===== src/rtl/saturn_bus_pkg.sv =====
// ----------------------------------------------------------------------
// saturn bus encodings and widths
// bus command nibbles, host opcodes, phase count
// ----------------------------------------------------------------------
package saturn_bus_pkg;

    // nibble bus geometry
    localparam int NIBBLE_W     = 4;
    localparam int ADDR_NIBBLES = 5;
    localparam int ADDR_W       = NIBBLE_W * ADDR_NIBBLES;  // 20 bit space

    // host transfer limits
    localparam int MAX_XFER    = 16;  // nibbles per request
    localparam int XFER_DATA_W = NIBBLE_W * MAX_XFER;
    localparam int COUNT_W     = $clog2(MAX_XFER);  // holds count minus one

    // bus cycle
    localparam int PHASES  = 4;
    localparam int PHASE_W = $clog2(PHASES);
    localparam int CYCLE_W = 32;

    // command nibbles, sent with is_data low
    typedef enum logic [NIBBLE_W-1:0] {
        CMD_DATA_WRITE = 4'h1,  // devices take data nibbles
        CMD_DATA_READ  = 4'h3,  // devices drive data nibbles
        CMD_LOAD_ADDR  = 4'h5,  // five address nibbles follow, lsn first
        CMD_CONFIGURE  = 4'h8,  // five base nibbles for first free device
        CMD_UNCONFIG   = 4'h9   // everybody drops its window
    } bus_cmd_t;

    // host side requests
    typedef enum logic [1:0] {
        OP_READ     = 2'd0,
        OP_WRITE    = 2'd1,
        OP_CONFIG   = 2'd2,
        OP_UNCONFIG = 2'd3
    } host_op_t;

endpackage

===== src/rtl/saturn_map_pkg.sv =====
// ----------------------------------------------------------------------
// memory map of the bus devices
// device sizes and the computed firmware rom contents
// ----------------------------------------------------------------------
package saturn_map_pkg;

    import saturn_bus_pkg::*;

    localparam int SYSRAM_NIBBLES = 256;
    localparam int SYSRAM_IDX_W   = $clog2(SYSRAM_NIBBLES);
    localparam int MMIO_NIBBLES   = 64;
    localparam int MMIO_IDX_W     = $clog2(MMIO_NIBBLES);

    // rom content rule
    // xor of the three low address nibbles, offset by 3, wraps mod 16
    function automatic logic [NIBBLE_W-1:0] rom_nibble(input logic [ADDR_W-1:0] addr);
        logic [NIBBLE_W-1:0] mix;
        mix = addr[3:0] ^ addr[7:4] ^ addr[11:8];
        return mix + 4'd3;  // natural 4 bit wrap
    endfunction

endpackage


===== src/rtl/saturn_bus.sv =====
// ----------------------------------------------------------------------
// saturn nibble bus top level
// phase ring, cycle counter, read priority mux
// controller, rom, sysram and mmio instances
// ----------------------------------------------------------------------
module saturn_bus
    import saturn_bus_pkg::*;
(
    input  logic                   i_clk,
    input  logic                   i_reset,
    input  logic                   i_clk_en,
    input  logic                   i_cmd_valid,
    output logic                   o_cmd_ready,
    input  host_op_t               i_cmd_op,
    input  logic [ADDR_W-1:0]      i_cmd_addr,
    input  logic [COUNT_W-1:0]     i_cmd_count,
    input  logic [XFER_DATA_W-1:0] i_cmd_data,
    output logic                   o_rsp_valid,
    input  logic                   i_rsp_ready,
    output logic [XFER_DATA_W-1:0] o_rsp_data,
    output logic [PHASE_W-1:0]     o_phase,
    output logic [CYCLE_W-1:0]     o_cycle_ctr
);

    logic [PHASES-1:0]   phases;  // one-hot ring
    logic                bus_tick;
    logic                bus_strobe;
    logic                bus_is_data;
    logic [NIBBLE_W-1:0] ctrl_nibble;  // controller to devices
    logic [NIBBLE_W-1:0] rd_nibble;    // devices to controller
    logic [NIBBLE_W-1:0] rom_nibble_out;
    logic [NIBBLE_W-1:0] sysram_nibble;
    logic [NIBBLE_W-1:0] mmio_nibble;
    logic                sysram_active;
    logic                mmio_active;
    logic                mmio_daisy;

    assign bus_tick = i_clk_en && phases[PHASES-1];  // last phase of the cycle

    // ring steps only with clock enable, counter bumps on the wrap
    always_ff @(posedge i_clk) begin
        if (i_reset) begin
            phases      <= {{(PHASES-1){1'b0}}, 1'b1};
            o_cycle_ctr <= '0;
        end else if (i_clk_en) begin
            phases      <= {phases[PHASES-2:0], phases[PHASES-1]};
            o_cycle_ctr <= o_cycle_ctr + {{(CYCLE_W-1){1'b0}}, phases[PHASES-1]};
        end
    end

    always_comb begin
        o_phase = '0;
        for (int p = 1; p < PHASES; p++)
            if (phases[p]) o_phase = PHASE_W'(p);  // one-hot to binary
    end

    // rom is the fallback, last active device wins
    always_comb begin
        rd_nibble = rom_nibble_out;
        if (sysram_active) rd_nibble = sysram_nibble;
        if (mmio_active)   rd_nibble = mmio_nibble;
    end

    saturn_bus_controller u_ctrl (
        .i_clk(i_clk), .i_reset(i_reset), .i_bus_tick(bus_tick),
        .i_cmd_valid(i_cmd_valid), .o_cmd_ready(o_cmd_ready), .i_cmd_op(i_cmd_op),
        .i_cmd_addr(i_cmd_addr), .i_cmd_count(i_cmd_count), .i_cmd_data(i_cmd_data),
        .o_rsp_valid(o_rsp_valid), .i_rsp_ready(i_rsp_ready), .o_rsp_data(o_rsp_data),
        .o_bus_strobe(bus_strobe), .o_bus_is_data(bus_is_data),
        .o_bus_nibble(ctrl_nibble), .i_bus_nibble(rd_nibble)
    );

    saturn_rom u_rom (
        .i_clk(i_clk), .i_reset(i_reset), .i_bus_strobe(bus_strobe),
        .i_bus_is_data(bus_is_data), .i_bus_nibble(ctrl_nibble), .o_bus_nibble(rom_nibble_out)
    );

    // mmio heads the daisy chain
    saturn_mmio u_mmio (
        .i_clk(i_clk), .i_reset(i_reset), .i_bus_strobe(bus_strobe),
        .i_bus_is_data(bus_is_data), .i_bus_nibble(ctrl_nibble), .o_bus_nibble(mmio_nibble),
        .i_daisy(1'b1), .o_daisy(mmio_daisy), .o_active(mmio_active)
    );

    saturn_sysram u_sysram (
        .i_clk(i_clk), .i_reset(i_reset), .i_bus_strobe(bus_strobe),
        .i_bus_is_data(bus_is_data), .i_bus_nibble(ctrl_nibble), .o_bus_nibble(sysram_nibble),
        .i_daisy(mmio_daisy), .o_daisy(), .o_active(sysram_active)  // end of chain
    );

endmodule


===== src/rtl/saturn_mmio.sv =====
// ----------------------------------------------------------------------
// relocatable memory mapped io block
// 64 nibble registers, nibble 0 reads back inverted
// ----------------------------------------------------------------------
module saturn_mmio
    import saturn_bus_pkg::*;
    import saturn_map_pkg::*;
(
    input  logic                i_clk,
    input  logic                i_reset,
    input  logic                i_bus_strobe,
    input  logic                i_bus_is_data,
    input  logic [NIBBLE_W-1:0] i_bus_nibble,
    output logic [NIBBLE_W-1:0] o_bus_nibble,
    input  logic                i_daisy,
    output logic                o_daisy,
    output logic                o_active
);

    bus_cmd_t                last_cmd;
    logic [2:0]              nib_cnt;
    logic [ADDR_W-1:0]       addr_acc;
    logic [ADDR_W-1:0]       addr_full;
    logic [ADDR_W-1:0]       ptr;
    logic [ADDR_W-1:0]       base;
    logic [ADDR_W-1:0]       offset;
    logic                    configured;
    logic                    data_stb;
    logic                    addr_last;
    logic                    cfg_take;
    logic [MMIO_IDX_W-1:0]   idx;
    logic [NIBBLE_W-1:0]     regs [MMIO_NIBBLES];

    assign data_stb  = i_bus_strobe && i_bus_is_data;
    assign addr_full = {i_bus_nibble, addr_acc[ADDR_W-1:NIBBLE_W]};
    assign addr_last = data_stb && (nib_cnt == 3'(ADDR_NIBBLES - 1));
    assign cfg_take  = addr_last && last_cmd == CMD_CONFIGURE && i_daisy && !configured;

    assign offset   = ptr - base;
    assign idx      = offset[MMIO_IDX_W-1:0];
    assign o_active = configured && (offset < ADDR_W'(MMIO_NIBBLES));
    assign o_daisy  = configured;

    // status side of register 0 shows the control side inverted
    assign o_bus_nibble = (idx == '0) ? ~regs[0] : regs[idx];

    always_ff @(posedge i_clk) begin
        if (i_reset) begin
            last_cmd   <= CMD_UNCONFIG;
            nib_cnt    <= '0;
            ptr        <= '0;
            configured <= 1'b0;
        end else if (i_bus_strobe && !i_bus_is_data) begin
            last_cmd <= bus_cmd_t'(i_bus_nibble);
            nib_cnt  <= '0;
            if (bus_cmd_t'(i_bus_nibble) == CMD_UNCONFIG) configured <= 1'b0;
        end else if (data_stb) begin
            if (nib_cnt < 3'(ADDR_NIBBLES)) nib_cnt <= nib_cnt + 3'd1;
            if (addr_last && last_cmd == CMD_LOAD_ADDR) ptr <= addr_full;
            if (cfg_take) configured <= 1'b1;  // first in chain, daisy tied high
            if (last_cmd inside {CMD_DATA_READ, CMD_DATA_WRITE}) ptr <= ptr + 1'b1;
        end
    end

    always_ff @(posedge i_clk) begin
        if (data_stb) addr_acc <= addr_full;
        if (cfg_take) base <= addr_full;
        if (data_stb && last_cmd == CMD_DATA_WRITE && o_active)
            regs[idx] <= i_bus_nibble;
    end

endmodule


===== src/rtl/saturn_sysram.sv =====
// ----------------------------------------------------------------------
// relocatable system ram
// command decoder, pointer, configure link, 256 nibble store
// ----------------------------------------------------------------------
module saturn_sysram
    import saturn_bus_pkg::*;
    import saturn_map_pkg::*;
(
    input  logic                i_clk,
    input  logic                i_reset,
    input  logic                i_bus_strobe,
    input  logic                i_bus_is_data,
    input  logic [NIBBLE_W-1:0] i_bus_nibble,
    output logic [NIBBLE_W-1:0] o_bus_nibble,
    input  logic                i_daisy,
    output logic                o_daisy,
    output logic                o_active
);

    bus_cmd_t                  last_cmd;
    logic [2:0]                nib_cnt;
    logic [ADDR_W-1:0]         addr_acc;
    logic [ADDR_W-1:0]         addr_full;
    logic [ADDR_W-1:0]         ptr;
    logic [ADDR_W-1:0]         base;     // window start
    logic [ADDR_W-1:0]         offset;   // pointer relative to window
    logic                      configured;
    logic                      data_stb;
    logic                      addr_last;
    logic                      cfg_take; // this device claims the configure
    logic [SYSRAM_IDX_W-1:0]   idx;
    logic [NIBBLE_W-1:0]       mem [SYSRAM_NIBBLES];

    assign data_stb  = i_bus_strobe && i_bus_is_data;
    assign addr_full = {i_bus_nibble, addr_acc[ADDR_W-1:NIBBLE_W]};
    assign addr_last = data_stb && (nib_cnt == 3'(ADDR_NIBBLES - 1));
    assign cfg_take  = addr_last && last_cmd == CMD_CONFIGURE && i_daisy && !configured;

    assign offset       = ptr - base;
    assign idx          = offset[SYSRAM_IDX_W-1:0];
    assign o_active     = configured && (offset < ADDR_W'(SYSRAM_NIBBLES));
    assign o_bus_nibble = mem[idx];
    assign o_daisy      = configured;  // next in chain may configure now

    always_ff @(posedge i_clk) begin
        if (i_reset) begin
            last_cmd   <= CMD_UNCONFIG;
            nib_cnt    <= '0;
            ptr        <= '0;
            configured <= 1'b0;
        end else if (i_bus_strobe && !i_bus_is_data) begin
            last_cmd <= bus_cmd_t'(i_bus_nibble);
            nib_cnt  <= '0;
            if (bus_cmd_t'(i_bus_nibble) == CMD_UNCONFIG) configured <= 1'b0;
        end else if (data_stb) begin
            if (nib_cnt < 3'(ADDR_NIBBLES)) nib_cnt <= nib_cnt + 3'd1;
            if (addr_last && last_cmd == CMD_LOAD_ADDR) ptr <= addr_full;
            if (cfg_take) configured <= 1'b1;
            if (last_cmd inside {CMD_DATA_READ, CMD_DATA_WRITE}) ptr <= ptr + 1'b1;
        end
    end

    always_ff @(posedge i_clk) begin
        if (data_stb) addr_acc <= addr_full;
        if (cfg_take) base <= addr_full;
        if (data_stb && last_cmd == CMD_DATA_WRITE && o_active)
            mem[idx] <= i_bus_nibble;  // only inside own window
    end

endmodule


===== src/rtl/saturn_rom.sv =====
// ----------------------------------------------------------------------
// firmware rom
// command decoder, address pointer, computed contents
// ----------------------------------------------------------------------
module saturn_rom
    import saturn_bus_pkg::*;
    import saturn_map_pkg::*;
(
    input  logic                i_clk,
    input  logic                i_reset,
    input  logic                i_bus_strobe,
    input  logic                i_bus_is_data,
    input  logic [NIBBLE_W-1:0] i_bus_nibble,
    output logic [NIBBLE_W-1:0] o_bus_nibble
);

    bus_cmd_t          last_cmd;
    logic [2:0]        nib_cnt;    // data nibbles since last command
    logic [ADDR_W-1:0] addr_acc;   // address being assembled
    logic [ADDR_W-1:0] addr_full;
    logic [ADDR_W-1:0] ptr;
    logic              data_stb;
    logic              addr_last;  // fifth address nibble on the bus

    assign data_stb  = i_bus_strobe && i_bus_is_data;
    assign addr_full = {i_bus_nibble, addr_acc[ADDR_W-1:NIBBLE_W]};
    assign addr_last = data_stb && (nib_cnt == 3'(ADDR_NIBBLES - 1));

    assign o_bus_nibble = rom_nibble(ptr);  // always answers, mux default

    always_ff @(posedge i_clk) begin
        if (i_reset) begin
            last_cmd <= CMD_UNCONFIG;
            nib_cnt  <= '0;
            ptr      <= '0;
        end else if (i_bus_strobe && !i_bus_is_data) begin
            last_cmd <= bus_cmd_t'(i_bus_nibble);
            nib_cnt  <= '0;
        end else if (data_stb) begin
            if (nib_cnt < 3'(ADDR_NIBBLES)) nib_cnt <= nib_cnt + 3'd1;
            if (addr_last && last_cmd == CMD_LOAD_ADDR) ptr <= addr_full;
            if (last_cmd inside {CMD_DATA_READ, CMD_DATA_WRITE})
                ptr <= ptr + 1'b1;  // writes just move along
        end
    end

    always_ff @(posedge i_clk)
        if (data_stb) addr_acc <= addr_full;  // lsn first, shifts down

endmodule


===== src/rtl/saturn_bus_controller.sv =====
// ----------------------------------------------------------------------
// saturn bus controller
// host request fsm, serializes command, address and data nibbles
// ----------------------------------------------------------------------
module saturn_bus_controller
    import saturn_bus_pkg::*;
(
    input  logic                   i_clk,
    input  logic                   i_reset,
    input  logic                   i_bus_tick,
    input  logic                   i_cmd_valid,
    output logic                   o_cmd_ready,
    input  host_op_t               i_cmd_op,
    input  logic [ADDR_W-1:0]      i_cmd_addr,
    input  logic [COUNT_W-1:0]     i_cmd_count,
    input  logic [XFER_DATA_W-1:0] i_cmd_data,
    output logic                   o_rsp_valid,
    input  logic                   i_rsp_ready,
    output logic [XFER_DATA_W-1:0] o_rsp_data,
    output logic                   o_bus_strobe,
    output logic                   o_bus_is_data,
    output logic [NIBBLE_W-1:0]    o_bus_nibble,
    input  logic [NIBBLE_W-1:0]    i_bus_nibble
);

    typedef enum logic [2:0] {
        IDLE, SEND_CMD, SEND_ADDR, DATA_CMD, DATA, RESPOND
    } state_t;

    state_t                 state;
    host_op_t               op_r;     // latched request
    logic [ADDR_W-1:0]      addr_sr;  // address, shifted out lsn first
    logic [COUNT_W-1:0]     count_r;
    logic [COUNT_W-1:0]     nib_cnt;
    logic [XFER_DATA_W-1:0] data_sr;  // write data out, read data in
    logic                   moving;

    assign moving       = state inside {SEND_CMD, SEND_ADDR, DATA_CMD, DATA};
    assign o_bus_strobe = moving && i_bus_tick;  // one clock per bus cycle
    assign o_cmd_ready  = (state == IDLE);
    assign o_rsp_valid  = (state == RESPOND);
    assign o_rsp_data   = (op_r == OP_READ) ? data_sr : '0;  // others answer zero

    // nibble on the bus for the current state
    always_comb begin
        o_bus_is_data = 1'b0;
        o_bus_nibble  = '0;
        case (state)
            SEND_CMD: begin
                case (op_r)
                    OP_CONFIG:   o_bus_nibble = CMD_CONFIGURE;
                    OP_UNCONFIG: o_bus_nibble = CMD_UNCONFIG;
                    default:     o_bus_nibble = CMD_LOAD_ADDR;  // read and write
                endcase
            end
            SEND_ADDR: begin
                o_bus_is_data = 1'b1;
                o_bus_nibble  = addr_sr[NIBBLE_W-1:0];
            end
            DATA_CMD: o_bus_nibble = (op_r == OP_READ) ? CMD_DATA_READ : CMD_DATA_WRITE;
            DATA: begin
                o_bus_is_data = 1'b1;
                if (op_r == OP_WRITE) o_bus_nibble = data_sr[NIBBLE_W-1:0];
            end
            default: ;
        endcase
    end

    always_ff @(posedge i_clk) begin
        if (i_reset) begin
            state   <= IDLE;
            nib_cnt <= '0;
        end else begin
            case (state)
                IDLE: if (i_cmd_valid) state <= SEND_CMD;
                SEND_CMD: if (i_bus_tick) begin
                    state <= (op_r == OP_UNCONFIG) ? RESPOND : SEND_ADDR;  // lone nibble
                end
                SEND_ADDR: if (i_bus_tick) begin
                    if (nib_cnt == COUNT_W'(ADDR_NIBBLES - 1)) begin
                        nib_cnt <= '0;
                        state   <= (op_r == OP_CONFIG) ? RESPOND : DATA_CMD;
                    end else begin
                        nib_cnt <= nib_cnt + 1'b1;
                    end
                end
                DATA_CMD: if (i_bus_tick) state <= DATA;
                DATA: if (i_bus_tick) begin
                    if (nib_cnt == count_r) begin
                        nib_cnt <= '0;
                        state   <= RESPOND;
                    end else begin
                        nib_cnt <= nib_cnt + 1'b1;
                    end
                end
                RESPOND: if (i_rsp_ready) state <= IDLE;  // hold until taken
                default: state <= IDLE;
            endcase
        end
    end

    // request payload
    always_ff @(posedge i_clk) begin
        if (state == IDLE && i_cmd_valid) begin
            op_r    <= i_cmd_op;
            addr_sr <= i_cmd_addr;
            count_r <= i_cmd_count;
            data_sr <= (i_cmd_op == OP_WRITE) ? i_cmd_data : '0;
        end else if (state == SEND_ADDR && i_bus_tick) begin
            addr_sr <= addr_sr >> NIBBLE_W;
        end else if (state == DATA && i_bus_tick) begin
            if (op_r == OP_READ)
                data_sr[nib_cnt*NIBBLE_W +: NIBBLE_W] <= i_bus_nibble;  // nibble k at 4k
            else
                data_sr <= data_sr >> NIBBLE_W;
        end
    end

endmodule


===== config.mk =====
export PLATFORM = sky130hd
export DESIGN_NAME = saturn_bus
export DESIGN_NICKNAME = d
export VERILOG_FILES = /design/src/rtl/saturn_bus_pkg.sv /design/src/rtl/saturn_map_pkg.sv /design/src/rtl/saturn_bus.sv /design/src/rtl/saturn_mmio.sv /design/src/rtl/saturn_sysram.sv /design/src/rtl/saturn_rom.sv /design/src/rtl/saturn_bus_controller.sv
export SDC_FILE = /design/constraint.sdc
export NUM_CORES = 2
export LEC_CHECK = 0
export BUFFER_PORTS_ARGS = -buffer_cell sky130_fd_sc_hd__buf_4
export CAP_MARGIN = 40
export CORE_MARGIN = 5
export CORE_UTILIZATION = 55
export CTS_CLUSTER_DIAMETER = 80
export DETAILED_ROUTE_END_ITERATION = 6
export PLACE_DENSITY = 0.72
export SKIP_CTS_REPAIR_TIMING = 1
export SYNTH_ARGS = -nofsm -noshare
export SYNTH_HDL_FRONTEND = slang
export SYNTH_HIERARCHICAL = 1
export SYNTH_SLANG_ARGS = --single-unit

===== constraint.sdc =====
create_clock -name i_clk -period 22.3 [get_ports i_clk]
set_input_delay 4.46 -clock i_clk [delete_from_list [all_inputs] [get_ports i_clk]]
set_output_delay 4.46 -clock i_clk [all_outputs]
set_load 0.1 [all_outputs]

==> summary.txt <==
Cells and area
  – Multi-input gate area: 0.0236 mm²
  – Layout fillers: 9492
  – Layout area overhead: 11.8%
  – Layout cells sized above 1: 23.4%
  – Commonest non-fill, non-tap cell in the layout: edfxtp_1
  – Post-layout net count: 5092
  – Register area: 0.0461 mm²
  – Commonest non-fill, non-tap cells in the layout: edfxtp_1 (1458), nand2_1 (551), mux4_2 (318), buf_4 (275), nor4_2 (251)

Clock tree
  – Clk slew on worst S/H paths: 60 ps
  – Clock Sinks: 1576
  – Worst skew pair latency: 800 ps
  – Maximum root-to-sink buffer count: 3
  – H-tree levels: 4
  – TritonCTS clock tree: built
  – CTS root buffer: clkbuf_16
  – Cts bufs inserted: 159

Logic synthesis
  – Post-synthesis compound-gate area fraction: 6.47%
  – Asr flop ratio synth: 0%
  – Mapped Cells: 4841
  – Synth Area in XOR/XNOR: 0.649%
  – Share of the synthesized area in the top cell type: 61.2%
  – Top post-synthesis cells by area: edfxtp_1 (61%), mux4_2 (10%), nor4_2 (4.3%), dfxtp_1 (3.3%), nand2_1 (2.9%)
  – FF+latch count, synth: 1576
  – Synth Area in Adders: 1.00%
  – Mux share of post-synthesis cell area: 11.3%
  – Seq/Total Area, Yosys: 64.5%
  – Synth cell types: 97
  – Post-Syn Nets: 4992
  – Simple-gate share of the synthesized area: 13.1%
  – Main flop type after synthesis: edfxtp_1
  – Post-Syn Area: 0.0716 mm²
  – Area leader, netlist: edfxtp_1
  – Yosys warning total: 6
  – Number of synthesized flops with an enable pin: 1458
  – Combinational family with the most area after synthesis: simple AND/OR/NAND/NOR gates
  – Syn avg cell area: 14.8 µm²

Placement
  – Gpl congestion: 0.915
  – HPWL after DPL: 111 mm
  – Dpl ws: 13570 ps
  – PortBufs: 194

Timing
  – Slew at the pin with the worst max-slew slack: 1150 ps
  – Tcrit/Tclk final: 36.2%
  – Total negative setup slack: 0 ps
  – Slew headroom: 23.1%
  – RSZ-0062 raised after global routing: false
  – Peak Freq: 124 MHz
  – Clock skew: 30.6 ps
  – Min cycle time layout: 8080 ps
  – Fin worst setup slack: 14230 ps
  – Hold WS: 421 ps
  – Final Max Slew Viols: 0
  – Final hold vios: 0
  – Final setup fails: 0

Route
  – ANT nets after route: 0
  – Routed wl met3: 16.5 mm
  – DR top layer: met5
  – DR DRC count: 0
  – Vias per Instance: 6.51
  – Routed WL per cell: 26.4 µm
  – Wl on met1: 69.6 mm
  – 1st-pass router iterations: 6
  – Routed Wire Length: 180 mm
  – Met2 routed WL: 86.5 mm
  – Initial DRC count: 5406
  – Via count: 44372

Critical path
  – CP startpoint: i_clk_en
  – Critical Path End Type: flop
  – Worst-path maximum fanout: 33
  – RR Startpoint: u_sysram/ptr[0]$_SDFFE_PP0P_
  – Arr. time, crit path: 8490 ps
  – CP peak stage delay: 730 ps
  – WP data required: 22720 ps
  – Crit path max-delay cell type: nor3b_1
  – Crit start category: primary input
  – Path type of the worst setup path: in2reg
  – Crit path buffers/inverters: 2
  – Crit-path leading delay family: simple AND/OR/NAND/NOR gates
  – CP Cell Sequence: buf_4 > and2_1 > nor3b_1 > nand2_1 > nor3_2 > buf_4 > and3_2 > and2_1 > nand2_1 > nor4_2

Floorplanning
  – Row cnt: 132
  – Die height: 371 µm
  – Die Span X: 371 µm
  – IO Count: 195
  – Die ar.: 0.137 mm²
  – Core Area: 0.129 mm²
  – Initial core utilization: 55.3%

GRT
  – Largest net degree at the start of global routing: 208
  – Vias in the first global route: 43465
  – Antenna violations before repair: 2
  – First-pass GRT wire length: 272 mm
  – Total grt overflow: 0
  – Overall Global Routing Usage: 25.8%

Flow run
  – Maxcap violations: 0

Worst hold path
  – Hold Crit Class: reg2reg
  – Hold_sp: u_rom/addr_acc[17]$_DFFE_PP_

Power and ir drop
  – Static leakage: 24.8 nW
  – Pwr/cell area: 91.1 mW/mm²
  – Peak VDD IR: 0.000110 V

Outcome
  – Status: complete, no violations
## cells by family (layout without fill, tap and decap cells)
family	after synthesis	in the layout
other cells	1	4
fa+ha+maj	56	56
simple gates	1572	1572
compound gates	712	712
mux	409	409
xor+xnor	53	53
flops	1576	1576
buf+inv	462	692
## report_power, final
| part | switching [mW] | leakage (nW) | internal, mW |
|---|---|---|---|
| Clock | 1.12 | 2.44 | 1.45 |
| Combinational | 0.779 | 8.31 | 0.192 |
| Sequential | 0.0511 | 14.1 | 3.70 |
| Total | 1.95 | 24.8 | 5.34 |
## worst paths after layout
check | slack, ps | endpoint | depth (start not counted)
worst max-delay path | 14230 | u_sysram/mem[99][0]$_DFFE_PP_ | 10
worst min-delay path | 420 | u_rom/addr_acc[13]$_DFFE_PP_ | 0
worst max register to register | 14990 | u_ctrl/data_sr[10]$_DFFE_PP_ | 18
worst min register to register | 420 | u_rom/addr_acc[13]$_DFFE_PP_ | 0
## flip-flops by register name, indices dropped and copies added, names as in the netlist, 2 cells and up
name / cells
u_ctrl/count_r: 4
u_rom/addr_acc: 16
u_sysram/mem: 1024
u_sysram/base: 20
u_rom/nib_cnt: 3
u_ctrl/nib_cnt: 4
u_sysram/ptr: 20
u_rom/last_cmd: 4
o_cycle_ctr: 32
u_sysram/addr_acc: 16
u_ctrl/state: 3
u_ctrl/data_sr: 64
u_ctrl/addr_sr: 20
u_mmio/regs: 256
u_rom/ptr: 12
u_ctrl/op_r: 2
u_mmio/nib_cnt: 3
u_mmio/last_cmd: 4
u_mmio/base: 20
u_mmio/ptr: 20
u_sysram/nib_cnt: 3
u_sysram/last_cmd: 4
phases: 4
u_mmio/addr_acc: 16
## area by class of cell
class,instances,share of cell area [%]
clock buffers,209,5.36
well taps,1742,2.72
inverters,83,0.389
repair buffers,318,3.48
diodes,3,0.00938
clock inverters,82,0.882
flip-flops and latches,1576,57.7
multi-input cells,2803,29.5
## worst register-to-register path, cell delays in order, from the launching register on
cell and delay, ps:
dfxtp_1 390, inv_1 120, ha_4 190, fa_4 970
buf_16 290, buf_4 510, buf_12 310, buf_4 620
mux4_2 370, and2_1 160, a221oi_1 80, a311o_1 370
a21oi_1 150, o32ai_1 110, a32oi_1 590, mux2i_1 170
o21ai_0 610, nand4_1 650, o21ai_0 440
## cells in the mapped netlist, types with 13 or more instances
cell type	count
a22oi_1	74
xor2_1	19
nand3_1	110
nor2_1	214
and2_1	92
dfxtp_1	118
buf_2	77
buf_1	42
mux4_2	318
nand4_1	35
ha_1	54
inv_1	80
o21ai_0	173
clkbuf_1	212
o21a_1	16
o22ai_1	26
mux2i_1	83
or4_1	15
a221oi_1	20
nor2b_1	26
nor4_2	244
a211o_1	13
a211oi_1	39
and3_1	29
nand2b_1	18
or3_1	22
nor3_1	59
xnor2_1	34
buf_4	20
buf_6	28
a21oi_1	170
a31oi_1	28
nand2_1	551
o31ai_1	15
nor4_1	95
edfxtp_1	1458
a21o_1	24
## per-layer routing
layer / vias up / track usage, %
met5: - / 0
met4: 2 / 9.97
met3: 417 / 5.11
met2: 2316 / 41.3
met1: 22294 / 35.5
li1: 19343 / -
## per-stage QoR
stage / total power [mW] / area [µm²] / utilization [%] / std cells
after global placement: 4.73 / 74400 / 57.4 / 6476
after CTS: 7.34 / 80000 / 61.8 / 6805
after floorplan: 4.62 / 71600 / - / 4841
final: 7.29 / 80000 / 61.8 / 6816
after detailed placement: 4.78 / 75000 / 57.9 / 6514
after global routing: 7.54 / 80000 / 61.8 / 6814
Power figures use the tool's default switching activity.
